[src/logic/spam_pkg.sv]
package spam_pkg;

	localparam int spam_addr_w = 24;
	localparam int spam_data_w = 64;
	localparam int spam_did_w  = 4;

	// device id of the controller.
	localparam logic [spam_did_w-1:0] dma_spam_did = 4'h3;

	// registers and data window share this prefix, low two bits pick the register.
	localparam logic [spam_addr_w-1:0] dma_spam_prefix = 24'h000010;
	localparam logic [spam_addr_w-1:0] dma_spam_mask   = 24'hfffffc;

	// register select for writes.
	typedef enum logic [1:0] {
		reg_start   = 2'd0,
		reg_len     = 2'd1,
		reg_auto    = 2'd2,
		reg_trigger = 2'd3
	} spam_reg_e;

endpackage

[src/logic/fsab_pkg.sv]
package fsab_pkg;

	// request side field widths.
	localparam int fsab_addr_w = 31; // byte address.
	localparam int fsab_data_w = 64;
	localparam int fsab_len_w  = 7;
	localparam int fsab_mask_w = 8;  // one bit per byte lane.
	localparam int fsab_did_w  = 4;

	// credits the controller owns out of reset.
	localparam int fsab_credits   = 4;
	localparam int fsab_credits_w = 3;

	// request opcodes.
	typedef enum logic [2:0] {
		fsab_read  = 3'b000,
		fsab_write = 3'b001
	} fsab_req_e;

	// ids the controller puts on its requests.
	// responses are matched against the same pair.
	localparam logic [fsab_did_w-1:0] dma_fsab_did    = 4'h2;
	localparam logic [fsab_did_w-1:0] dma_fsab_subdid = 4'h1;

	// read buffer between memory and register bus.
	localparam int fifo_depth = 16;
	localparam int fifo_ptr_w = 4; // log2 of depth.

endpackage
[src/logic/dma_read_controller.sv]
`timescale 1ns/10ps

module dma_read_controller (
	input  logic                              clk,
	input  logic                              rst_b,
	output logic                              fsabo_valid,
	output fsab_pkg::fsab_req_e               fsabo_mode,
	output logic [fsab_pkg::fsab_did_w-1:0]   fsabo_did,
	output logic [fsab_pkg::fsab_did_w-1:0]   fsabo_subdid,
	output logic [fsab_pkg::fsab_addr_w-1:0]  fsabo_addr,
	output logic [fsab_pkg::fsab_len_w-1:0]   fsabo_len,
	output logic [fsab_pkg::fsab_data_w-1:0]  fsabo_data,
	output logic [fsab_pkg::fsab_mask_w-1:0]  fsabo_mask,
	input  logic                              fsabo_credit,
	input  logic                              fsabi_valid,
	input  logic [fsab_pkg::fsab_did_w-1:0]   fsabi_did,
	input  logic [fsab_pkg::fsab_did_w-1:0]   fsabi_subdid,
	input  logic [fsab_pkg::fsab_data_w-1:0]  fsabi_data,
	input  logic                              spamo_valid,
	input  logic                              spamo_r_nw,
	input  logic [spam_pkg::spam_did_w-1:0]   spamo_did,
	input  logic [spam_pkg::spam_addr_w-1:0]  spamo_addr,
	input  logic [spam_pkg::spam_data_w-1:0]  spamo_data,
	output logic                              spami_busy_b,
	output logic [spam_pkg::spam_data_w-1:0]  spami_data
);
	import fsab_pkg::*;

	// fetch engine to fifo.
	logic                   fifo_push;
	logic [fsab_data_w-1:0] fifo_wdata;
	logic [fifo_ptr_w:0]    fifo_count;

	// fifo to register port.
	logic                   fifo_pop;
	logic [fsab_data_w-1:0] fifo_rdata;
	logic                   fifo_empty;

	// configuration levels.
	logic [fsab_addr_w-1:0] cfg_start;
	logic [fsab_addr_w-1:0] cfg_len;
	logic                   cfg_auto;
	logic                   cfg_trigger;
	logic                   burst_start;

	dma_fetch_engine u_fetch (
		.clk          (clk),
		.rst_b        (rst_b),
		.fsabo_valid  (fsabo_valid),
		.fsabo_mode   (fsabo_mode),
		.fsabo_did    (fsabo_did),
		.fsabo_subdid (fsabo_subdid),
		.fsabo_addr   (fsabo_addr),
		.fsabo_len    (fsabo_len),
		.fsabo_data   (fsabo_data),
		.fsabo_mask   (fsabo_mask),
		.fsabo_credit (fsabo_credit),
		.fsabi_valid  (fsabi_valid),
		.fsabi_did    (fsabi_did),
		.fsabi_subdid (fsabi_subdid),
		.fsabi_data   (fsabi_data),
		.cfg_start    (cfg_start),
		.cfg_len      (cfg_len),
		.cfg_auto     (cfg_auto),
		.cfg_trigger  (cfg_trigger),
		.fifo_count   (fifo_count),
		.burst_start  (burst_start),
		.fifo_push    (fifo_push),
		.fifo_wdata   (fifo_wdata)
	);

	dma_read_fifo u_fifo (
		.clk        (clk),
		.rst_b      (rst_b),
		.fifo_push  (fifo_push),
		.fifo_wdata (fifo_wdata),
		.fifo_pop   (fifo_pop),
		.fifo_rdata (fifo_rdata),
		.fifo_count (fifo_count),
		.fifo_empty (fifo_empty)
	);

	dma_spam_port u_spam (
		.clk          (clk),
		.rst_b        (rst_b),
		.spamo_valid  (spamo_valid),
		.spamo_r_nw   (spamo_r_nw),
		.spamo_did    (spamo_did),
		.spamo_addr   (spamo_addr),
		.spamo_data   (spamo_data),
		.spami_busy_b (spami_busy_b),
		.spami_data   (spami_data),
		.fifo_rdata   (fifo_rdata),
		.fifo_empty   (fifo_empty),
		.fifo_pop     (fifo_pop),
		.burst_start  (burst_start),
		.cfg_start    (cfg_start),
		.cfg_len      (cfg_len),
		.cfg_auto     (cfg_auto),
		.cfg_trigger  (cfg_trigger)
	);

endmodule

[src/logic/dma_spam_port.sv]
`timescale 1ns/10ps

module dma_spam_port (
	input  logic                              clk,
	input  logic                              rst_b,
	input  logic                              spamo_valid,
	input  logic                              spamo_r_nw,
	input  logic [spam_pkg::spam_did_w-1:0]   spamo_did,
	input  logic [spam_pkg::spam_addr_w-1:0]  spamo_addr,
	input  logic [spam_pkg::spam_data_w-1:0]  spamo_data,
	output logic                              spami_busy_b,
	output logic [spam_pkg::spam_data_w-1:0]  spami_data,
	input  logic [fsab_pkg::fsab_data_w-1:0]  fifo_rdata,
	input  logic                              fifo_empty,
	output logic                              fifo_pop,
	input  logic                              burst_start,
	output logic [fsab_pkg::fsab_addr_w-1:0]  cfg_start,
	output logic [fsab_pkg::fsab_addr_w-1:0]  cfg_len,
	output logic                              cfg_auto,
	output logic                              cfg_trigger
);
	import spam_pkg::*;
	import fsab_pkg::*;

	logic      hit;
	logic      wr_hit;
	logic      rd_hit;
	spam_reg_e reg_sel;

	// device id and prefix both have to match.
	assign hit = spamo_valid && (spamo_did == dma_spam_did) &&
		((spamo_addr & dma_spam_mask) == (dma_spam_prefix & dma_spam_mask));
	assign wr_hit  = hit && !spamo_r_nw;
	assign rd_hit  = hit && spamo_r_nw;
	assign reg_sel = spam_reg_e'(spamo_addr[1:0]);

	// empty fifo means no response, host tries again.
	assign fifo_pop = rd_hit && !fifo_empty;

	always_ff @(posedge clk or negedge rst_b) begin
		if (!rst_b) begin
			cfg_start   <= '0;
			cfg_len     <= '0;
			cfg_auto    <= 1'b0;
			cfg_trigger <= 1'b0;
		end else begin
			// engine took the trigger.
			if (burst_start) begin
				cfg_trigger <= 1'b0;
			end
			if (wr_hit) begin
				case (reg_sel)
					reg_start: begin
						// start is kept word aligned.
						cfg_start <= {spamo_data[fsab_addr_w-1:3], 3'b000};
					end
					reg_len: begin
						cfg_len <= spamo_data[fsab_addr_w-1:0]; // in words.
					end
					reg_auto: begin
						cfg_auto <= spamo_data[0];
					end
					reg_trigger: begin
						cfg_trigger <= spamo_data[0]; // a new write beats the clear.
					end
				endcase
			end
		end
	end

	always_ff @(posedge clk or negedge rst_b) begin
		if (!rst_b) begin
			spami_busy_b <= 1'b0;
		end else begin
			spami_busy_b <= fifo_pop; // one cycle pulse per popped word.
		end
	end

	always_ff @(posedge clk) begin
		if (fifo_pop) begin
			spami_data <= fifo_rdata;
		end
	end

endmodule

[src/logic/dma_read_fifo.sv]
`timescale 1ns/10ps

module dma_read_fifo (
	input  logic                             clk,
	input  logic                             rst_b,
	input  logic                             fifo_push,
	input  logic [fsab_pkg::fsab_data_w-1:0] fifo_wdata,
	input  logic                             fifo_pop,
	output logic [fsab_pkg::fsab_data_w-1:0] fifo_rdata,
	output logic [fsab_pkg::fifo_ptr_w:0]    fifo_count,
	output logic                             fifo_empty
);
	import fsab_pkg::*;

	logic [fsab_data_w-1:0] mem [fifo_depth];
	logic [fifo_ptr_w-1:0]  wr_ptr;
	logic [fifo_ptr_w-1:0]  rd_ptr;

	always_ff @(posedge clk) begin
		if (fifo_push) begin
			mem[wr_ptr] <= fifo_wdata;
		end
	end

	always_ff @(posedge clk or negedge rst_b) begin
		if (!rst_b) begin
			wr_ptr <= '0;
			rd_ptr <= '0;
		end else begin
			if (fifo_push) begin
				wr_ptr <= wr_ptr + 1'b1; // wraps at depth.
			end
			if (fifo_pop) begin
				rd_ptr <= rd_ptr + 1'b1;
			end
		end
	end

	always_ff @(posedge clk or negedge rst_b) begin
		if (!rst_b) begin
			fifo_count <= '0;
		end else begin
			case ({fifo_push, fifo_pop})
				2'b10: fifo_count <= fifo_count + 1'b1;
				2'b01: fifo_count <= fifo_count - 1'b1;
				default: fifo_count <= fifo_count; // same cycle push and pop.
			endcase
		end
	end

	// head word, valid whenever not empty.
	assign fifo_rdata = mem[rd_ptr];
	assign fifo_empty = (fifo_count == '0);

endmodule

[src/logic/dma_fetch_engine.sv]
`timescale 1ns/10ps

module dma_fetch_engine (
	input  logic                                 clk,
	input  logic                                 rst_b,
	output logic                                 fsabo_valid,
	output fsab_pkg::fsab_req_e                  fsabo_mode,
	output logic [fsab_pkg::fsab_did_w-1:0]      fsabo_did,
	output logic [fsab_pkg::fsab_did_w-1:0]      fsabo_subdid,
	output logic [fsab_pkg::fsab_addr_w-1:0]     fsabo_addr,
	output logic [fsab_pkg::fsab_len_w-1:0]      fsabo_len,
	output logic [fsab_pkg::fsab_data_w-1:0]     fsabo_data,
	output logic [fsab_pkg::fsab_mask_w-1:0]     fsabo_mask,
	input  logic                                 fsabo_credit,
	input  logic                                 fsabi_valid,
	input  logic [fsab_pkg::fsab_did_w-1:0]      fsabi_did,
	input  logic [fsab_pkg::fsab_did_w-1:0]      fsabi_subdid,
	input  logic [fsab_pkg::fsab_data_w-1:0]     fsabi_data,
	input  logic [fsab_pkg::fsab_addr_w-1:0]     cfg_start,
	input  logic [fsab_pkg::fsab_addr_w-1:0]     cfg_len,
	input  logic                                 cfg_auto,
	input  logic                                 cfg_trigger,
	input  logic [fsab_pkg::fifo_ptr_w:0]        fifo_count,
	output logic                                 burst_start,
	output logic                                 fifo_push,
	output logic [fsab_pkg::fsab_data_w-1:0]     fifo_wdata
);
	import fsab_pkg::*;

	typedef enum logic {
		burst_idle,
		burst_run
	} burst_state_e;

	burst_state_e              state;
	logic [fsab_addr_w-1:0]    next_addr;
	logic [fsab_addr_w-1:0]    words_left;
	logic [fsab_credits_w-1:0] credits;
	logic [fifo_ptr_w:0]       in_flight;
	logic                      resp_hit;
	logic                      resp_valid_q;
	logic [fsab_data_w-1:0]    resp_data_q;
	logic                      has_space;
	logic                      issue;
	logic                      want_start;

	// words already buffered plus words still coming back.
	assign has_space = ({1'b0, fifo_count} + {1'b0, in_flight}) <
		(fifo_ptr_w + 2)'(fifo_depth);
	assign issue = (state == burst_run) && (words_left != '0) && (credits != '0) && has_space;

	// idle, or every request of the burst is out.
	assign want_start = ((state == burst_idle) || (words_left == '0)) && !burst_start &&
		(cfg_trigger || (cfg_auto && (cfg_len != '0)));

	assign fsabo_valid  = issue;
	assign fsabo_mode   = fsab_read;
	assign fsabo_did    = dma_fsab_did;
	assign fsabo_subdid = dma_fsab_subdid;
	assign fsabo_addr   = next_addr;
	assign fsabo_len    = fsab_len_w'(1); // single word reads only.
	assign fsabo_data   = '0;
	assign fsabo_mask   = '0;

	always_ff @(posedge clk or negedge rst_b) begin
		if (!rst_b) begin
			state       <= burst_idle;
			burst_start <= 1'b0;
			next_addr   <= '0;
			words_left  <= '0;
		end else begin
			burst_start <= want_start;
			if (burst_start) begin
				next_addr  <= cfg_start;
				words_left <= cfg_len;
				state      <= (cfg_len == '0) ? burst_idle : burst_run;
			end else if (issue) begin
				next_addr  <= next_addr + fsab_addr_w'(8);
				words_left <= words_left - 1'b1;
			end else if ((state == burst_run) && (words_left == '0) && !want_start) begin
				state <= burst_idle; // burst done, nothing queued.
			end
		end
	end

	always_ff @(posedge clk or negedge rst_b) begin
		if (!rst_b) begin
			credits <= fsab_credits_w'(fsab_credits);
		end else begin
			case ({fsabo_credit, issue})
				2'b10: credits <= credits + 1'b1;
				2'b01: credits <= credits - 1'b1;
				default: credits <= credits; // none, or one in and one out.
			endcase
		end
	end

	// a read leaves flight when its word is pushed.
	always_ff @(posedge clk or negedge rst_b) begin
		if (!rst_b) begin
			in_flight <= '0;
		end else begin
			case ({issue, fifo_push})
				2'b10: in_flight <= in_flight + 1'b1;
				2'b01: in_flight <= in_flight - 1'b1;
				default: in_flight <= in_flight;
			endcase
		end
	end

	assign resp_hit = fsabi_valid && (fsabi_did == dma_fsab_did) &&
		(fsabi_subdid == dma_fsab_subdid);

	always_ff @(posedge clk or negedge rst_b) begin
		if (!rst_b) begin
			resp_valid_q <= 1'b0;
		end else begin
			resp_valid_q <= resp_hit;
		end
	end

	always_ff @(posedge clk) begin
		if (resp_hit) begin
			resp_data_q <= fsabi_data;
		end
	end

	assign fifo_push  = resp_valid_q;
	assign fifo_wdata = resp_data_q;

endmodule

[config.mk]
export PLATFORM = sky130hd
export DESIGN_NAME = dma_read_controller
export DESIGN_NICKNAME = d
export VERILOG_FILES = /design/src/logic/spam_pkg.sv /design/src/logic/fsab_pkg.sv /design/src/logic/dma_read_controller.sv /design/src/logic/dma_spam_port.sv /design/src/logic/dma_read_fifo.sv /design/src/logic/dma_fetch_engine.sv
export SDC_FILE = /design/constraint.sdc
export NUM_CORES = 1
export LEC_CHECK = 0
export BUFFER_PORTS_ARGS = -buffer_cell sky130_fd_sc_hd__buf_2
export CAP_MARGIN = 20
export CORE_ASPECT_RATIO = 0.5
export CORE_UTILIZATION = 27
export CTS_CLUSTER_DIAMETER = 30
export CTS_CLUSTER_SIZE = 30
export DETAILED_ROUTE_END_ITERATION = 10
export PLACE_DENSITY = 0.44
export SLEW_MARGIN = 10
export SYNTH_ARGS = -nofsm -noshare
export SYNTH_HDL_FRONTEND = slang
export SYNTH_HIERARCHICAL = 1
export SYNTH_SLANG_ARGS = --single-unit
[constraint.sdc]
create_clock -name clk -period 20 [get_ports clk]
set_clock_uncertainty 0.1 [all_clocks]
set_input_delay 1 -clock clk [delete_from_list [all_inputs] [get_ports clk]]
set_output_delay 1 -clock clk [all_outputs]
set_load 0.005 [all_outputs]
==> impl_metrics.tcl <==
set metrics [dict create \
    post_synthesis_to_final_layout_area_growth_pct 21.60 \
    ys_types 78 \
    asyncSetResetFlopFracSynth 0.1138 \
    cts_resized 0 \
    gr-usage-all-layers 0.1369 \
    final_hold_viol_count 0 \
    clock_tree.buffer_depth 4 \
    grt_first_pass_wirelength_um 190700 \
    floorplan.core_area_um2 187400 \
    grt_start_max_net_pins 139 \
    critPathMaxFanout 16 \
    finalWorstSetupSlack_ps 14930 \
    max_slew.worst_pin.slew_ps 1067 \
    max_slew_margin 0.2889 \
    layout.cells.most_common "edfxtp_1" \
    run_status "complete, no violations" \
    synth.cell_area_um2 51170 \
    place.gp.congestion 0.7318 \
    routed-via-count 26060 \
    synth_edf_count 1152 \
    fmaxAchievable_mhz 197.2 \
    fin_setup_tns_ps 0 \
    clock_tree_from_tritoncts "built" \
    grt_setup_unrepaired "false" \
    finalWorstPathRequiredPeriod_ps 5070 \
    clk-insertion-delay-late_ps 840 \
    detailedRoute.firstIterationViolations 1897 \
    cp.arrival_ps 3970 \
    maxCapViolations 0 \
    grt_remaining_overflow 0 \
    initial_core_utilization 0.2731 \
    critical_path_class "reg2out" \
    die_area_um2 191400 \
    detail_route.wl_per_cell_um 23.45 \
    postRouteWirelength_um 132000 \
    num_rows 112 \
    via_per_inst 4.631 \
    num_io_pins 357 \
    worst_setup_path_end_kind "output port" \
    seq_area_frac_synth 0.7485 \
    ys_seq_elements 1300 \
    cts_num_sinks 1300 \
    setup_violations 0 \
    cts_made_buffers 221 \
    placement.setup.worst_slack_ps 15330 \
    drv_slew 0 \
    drtPass1Iterations 5 \
    max-vdd-ir-drop_uv 70.80 \
    buffers_added_on_ports 233 \
    drt.antenna.violating_nets 0 \
    hold_path.class "in2async" \
    cts.root.buffer_cell "clkbuf_16" \
    final.fill_count 17860 \
    dieHeight_um 309.8 \
    hold_buffers 0 \
    synthesis.instances 2578 \
    clkTransAtPathRegs_ps 50 \
    highest_count_cells_in_the_layout_ignoring_fill_and_taps "1152 x edfxtp_1, 256 x mux4_2, 232 x buf_2" \
    final.hold.worst_slack_ps 204.3 \
    ys.warnings.count 6 \
    power_density_nw_per_um2 107.8 \
    avgSynthCellArea_um2 19.85 \
    number_of_antenna_violations_at_the_first_check_in_global_routing 13 \
    area_taken_by_flip_flops_and_latches_um2 38310 \
    grt_pass1_vias 27340 \
    die_w_um 617.6 \
    drcViolationCount 0 \
    p_leak_nw 21.06 \
    post-cts-setup-buffer-count 0 \
    final_net_count 3131 \
    layout_worst_path_cycle_share 0.2535 \
    drive_gt1_frac 0.3226 \
    place_hpwl_um 67750 \
    ys.flop_type "edfxtp_1" \
    critical_path_required_ps 18900 \
    multi_input_comb_area_um2 11730 \
    critical_path.startpoint_type "flip-flop" \
    htree_levels 4 \
]
==> cell usage after synthesis, types with 4 or more instances <==
library cell     n  area share
edfxtp_1      1152        0.68
mux4_2         256        0.11
dfrtp_1        147       0.072
a22oi_1        129       0.019
buf_4          106       0.016
nand2_1         98      0.0072
clkbuf_1        70      0.0051
nor2_1          61      0.0045
a31oi_1         41      0.0050
mux2_4          40       0.012
or4_1           40      0.0059
o31ai_1         33      0.0048
nand4_1         27      0.0033
mux2_2          25      0.0055
and2_1          24      0.0029
nand3_1         23      0.0022
buf_6           22      0.0048
inv_1           21      0.0015
ha_1            20      0.0049
nor4_1          20      0.0024
buf_1           19      0.0014
nor3_1          17      0.0017
o21ai_0         15      0.0015
buf_2           12      0.0012
xor2_1          11      0.0019
and3_1          10      0.0012
nand2b_1        10      0.0012
o31a_1           9      0.0015
or3_1            9      0.0011
nor2b_1          8     0.00098
xnor2_1          7      0.0012
o311ai_1         6      0.0010
a21oi_1          5     0.00049
a2bb2oi_1        4     0.00068
and4_1           4     0.00068
nand3b_1         4     0.00059
o21ai_1          4     0.00039
o41ai_1          4     0.00068
or2_2            4     0.00049
==> final timing paths <==
| path | from | end | slack [ps] | depth (start not counted) |
|---|---|---|---|---|
| min in group clk | fsabi_data[35] | u_fetch/fifo_wdata[35] | 230 | 1 |
| setup reg to reg | u_fifo/fifo_count[2] | u_fetch/in_flight[4] | 15400 | 12 |
| setup / recovery | u_fifo/fifo_count[2] | fsabo_valid | 14930 | 7 |
| max in group asynchronous | rst_b | u_fetch/fsabo_addr[24] | 18130 | 2 |
| hold reg to reg | u_fetch/in_flight[4] | u_fetch/in_flight[4] | 370 | 1 |
| hold / removal | rst_b | u_fifo/wr_ptr[2] | 200 | 1 |
==> final cells by class <==
type                            count  area share
Multi-Input combinational cell   1115      0.1886
Timing Repair Buffer              279     0.02480
Tap cell                         2508     0.05044
Sequential cell                  1300      0.6157
Clock buffer                      260     0.09385
Inverter                           22    0.001327
Antenna cell                        2  0.00008044
Clock inverter                    142     0.02526
==> worst max-delay path, cell delays in order, from the launching register on <==
cell and delay [ps]:
dfrtp_1 460, ha_1 340, and4_1 200, o21ai_1 560, and2_1 770, nand2_1 480, inv_1 220, buf_2 160
==> flip-flops by register name, indices dropped and copies added (netlist names) <==
signal	flops
u_fetch/in_flight	5
u_fifo/mem	1024
u_fetch/fsabo_addr	31
u_fifo/rd_ptr	4
u_fetch/fifo_wdata	64
u_spam/cfg_start	28
u_fetch/fifo_push	1
u_spam/cfg_trigger	1
u_spam/cfg_auto	1
u_spam/cfg_len	31
u_fetch/state	1
u_spam/spami_busy_b	1
u_fetch/credits	3
u_fetch/words_left	31
u_fifo/fifo_count	5
u_fetch/burst_start	1
u_spam/spami_data	64
u_fifo/wr_ptr	4
==> power by group <==
| group | total (mW) | internal [mW] | leakage [nW] | switching (mW) |
|---|---|---|---|---|
| combinational | 0.0433 | 0.0171 | 5.09 | 0.0262 |
| sequential | 2.93 | 2.93 | 12.4 | 0.00501 |
| clock | 3.73 | 2.39 | 3.57 | 1.34 |
| total | 6.71 | 5.34 | 21.1 | 1.37 |
==> layer usage <==
metal  vias to the layer above  wire length (um)  share of wire  GRT usage
met2                       655             65210           0.49     0.2335
met4                         8              2917          0.022    0.03713
met5                         -                45        0.00034          0
li1                      11280                 -              -          -
met1                     13900             57660           0.44     0.1790
met3                       228              6157          0.047    0.02590
==> logic make-up (layout without fill, tap and decap cells) <==
kind of cell | Yosys count | in the layout | share of synthesized area
buffers and inverters | 253 | 703 | 0.03049
XOR/XNOR | 18 | 18 | 0.003081
multiplexers | 323 | 323 | 0.1303
other | 3 | 95 | 0.0002201
flip-flops | 1300 | 1300 | 0.7485
adder cells (fa/ha/maj) | 22 | 22 | 0.005673
AND/OR/NAND/NOR | 387 | 387 | 0.04287
AO/OA/AOI/OAI | 272 | 272 | 0.03881
==> per-stage QoR <==
step | utilization | instances | power (mW) | cell area, um^2
final | 0.3321 | 5628 | 6.708 | 62220
after global routing | 0.3321 | 5628 | 6.929 | 62220
after CTS | 0.3320 | 5626 | 6.799 | 62210
after detailed placement | 0.2925 | 5224 | 3.029 | 54800
after global placement | 0.2925 | 5224 | 3.028 | 54800
after floorplan | - | 2668 | 3.013 | 51500
Power figures use the tool's default switching activity.
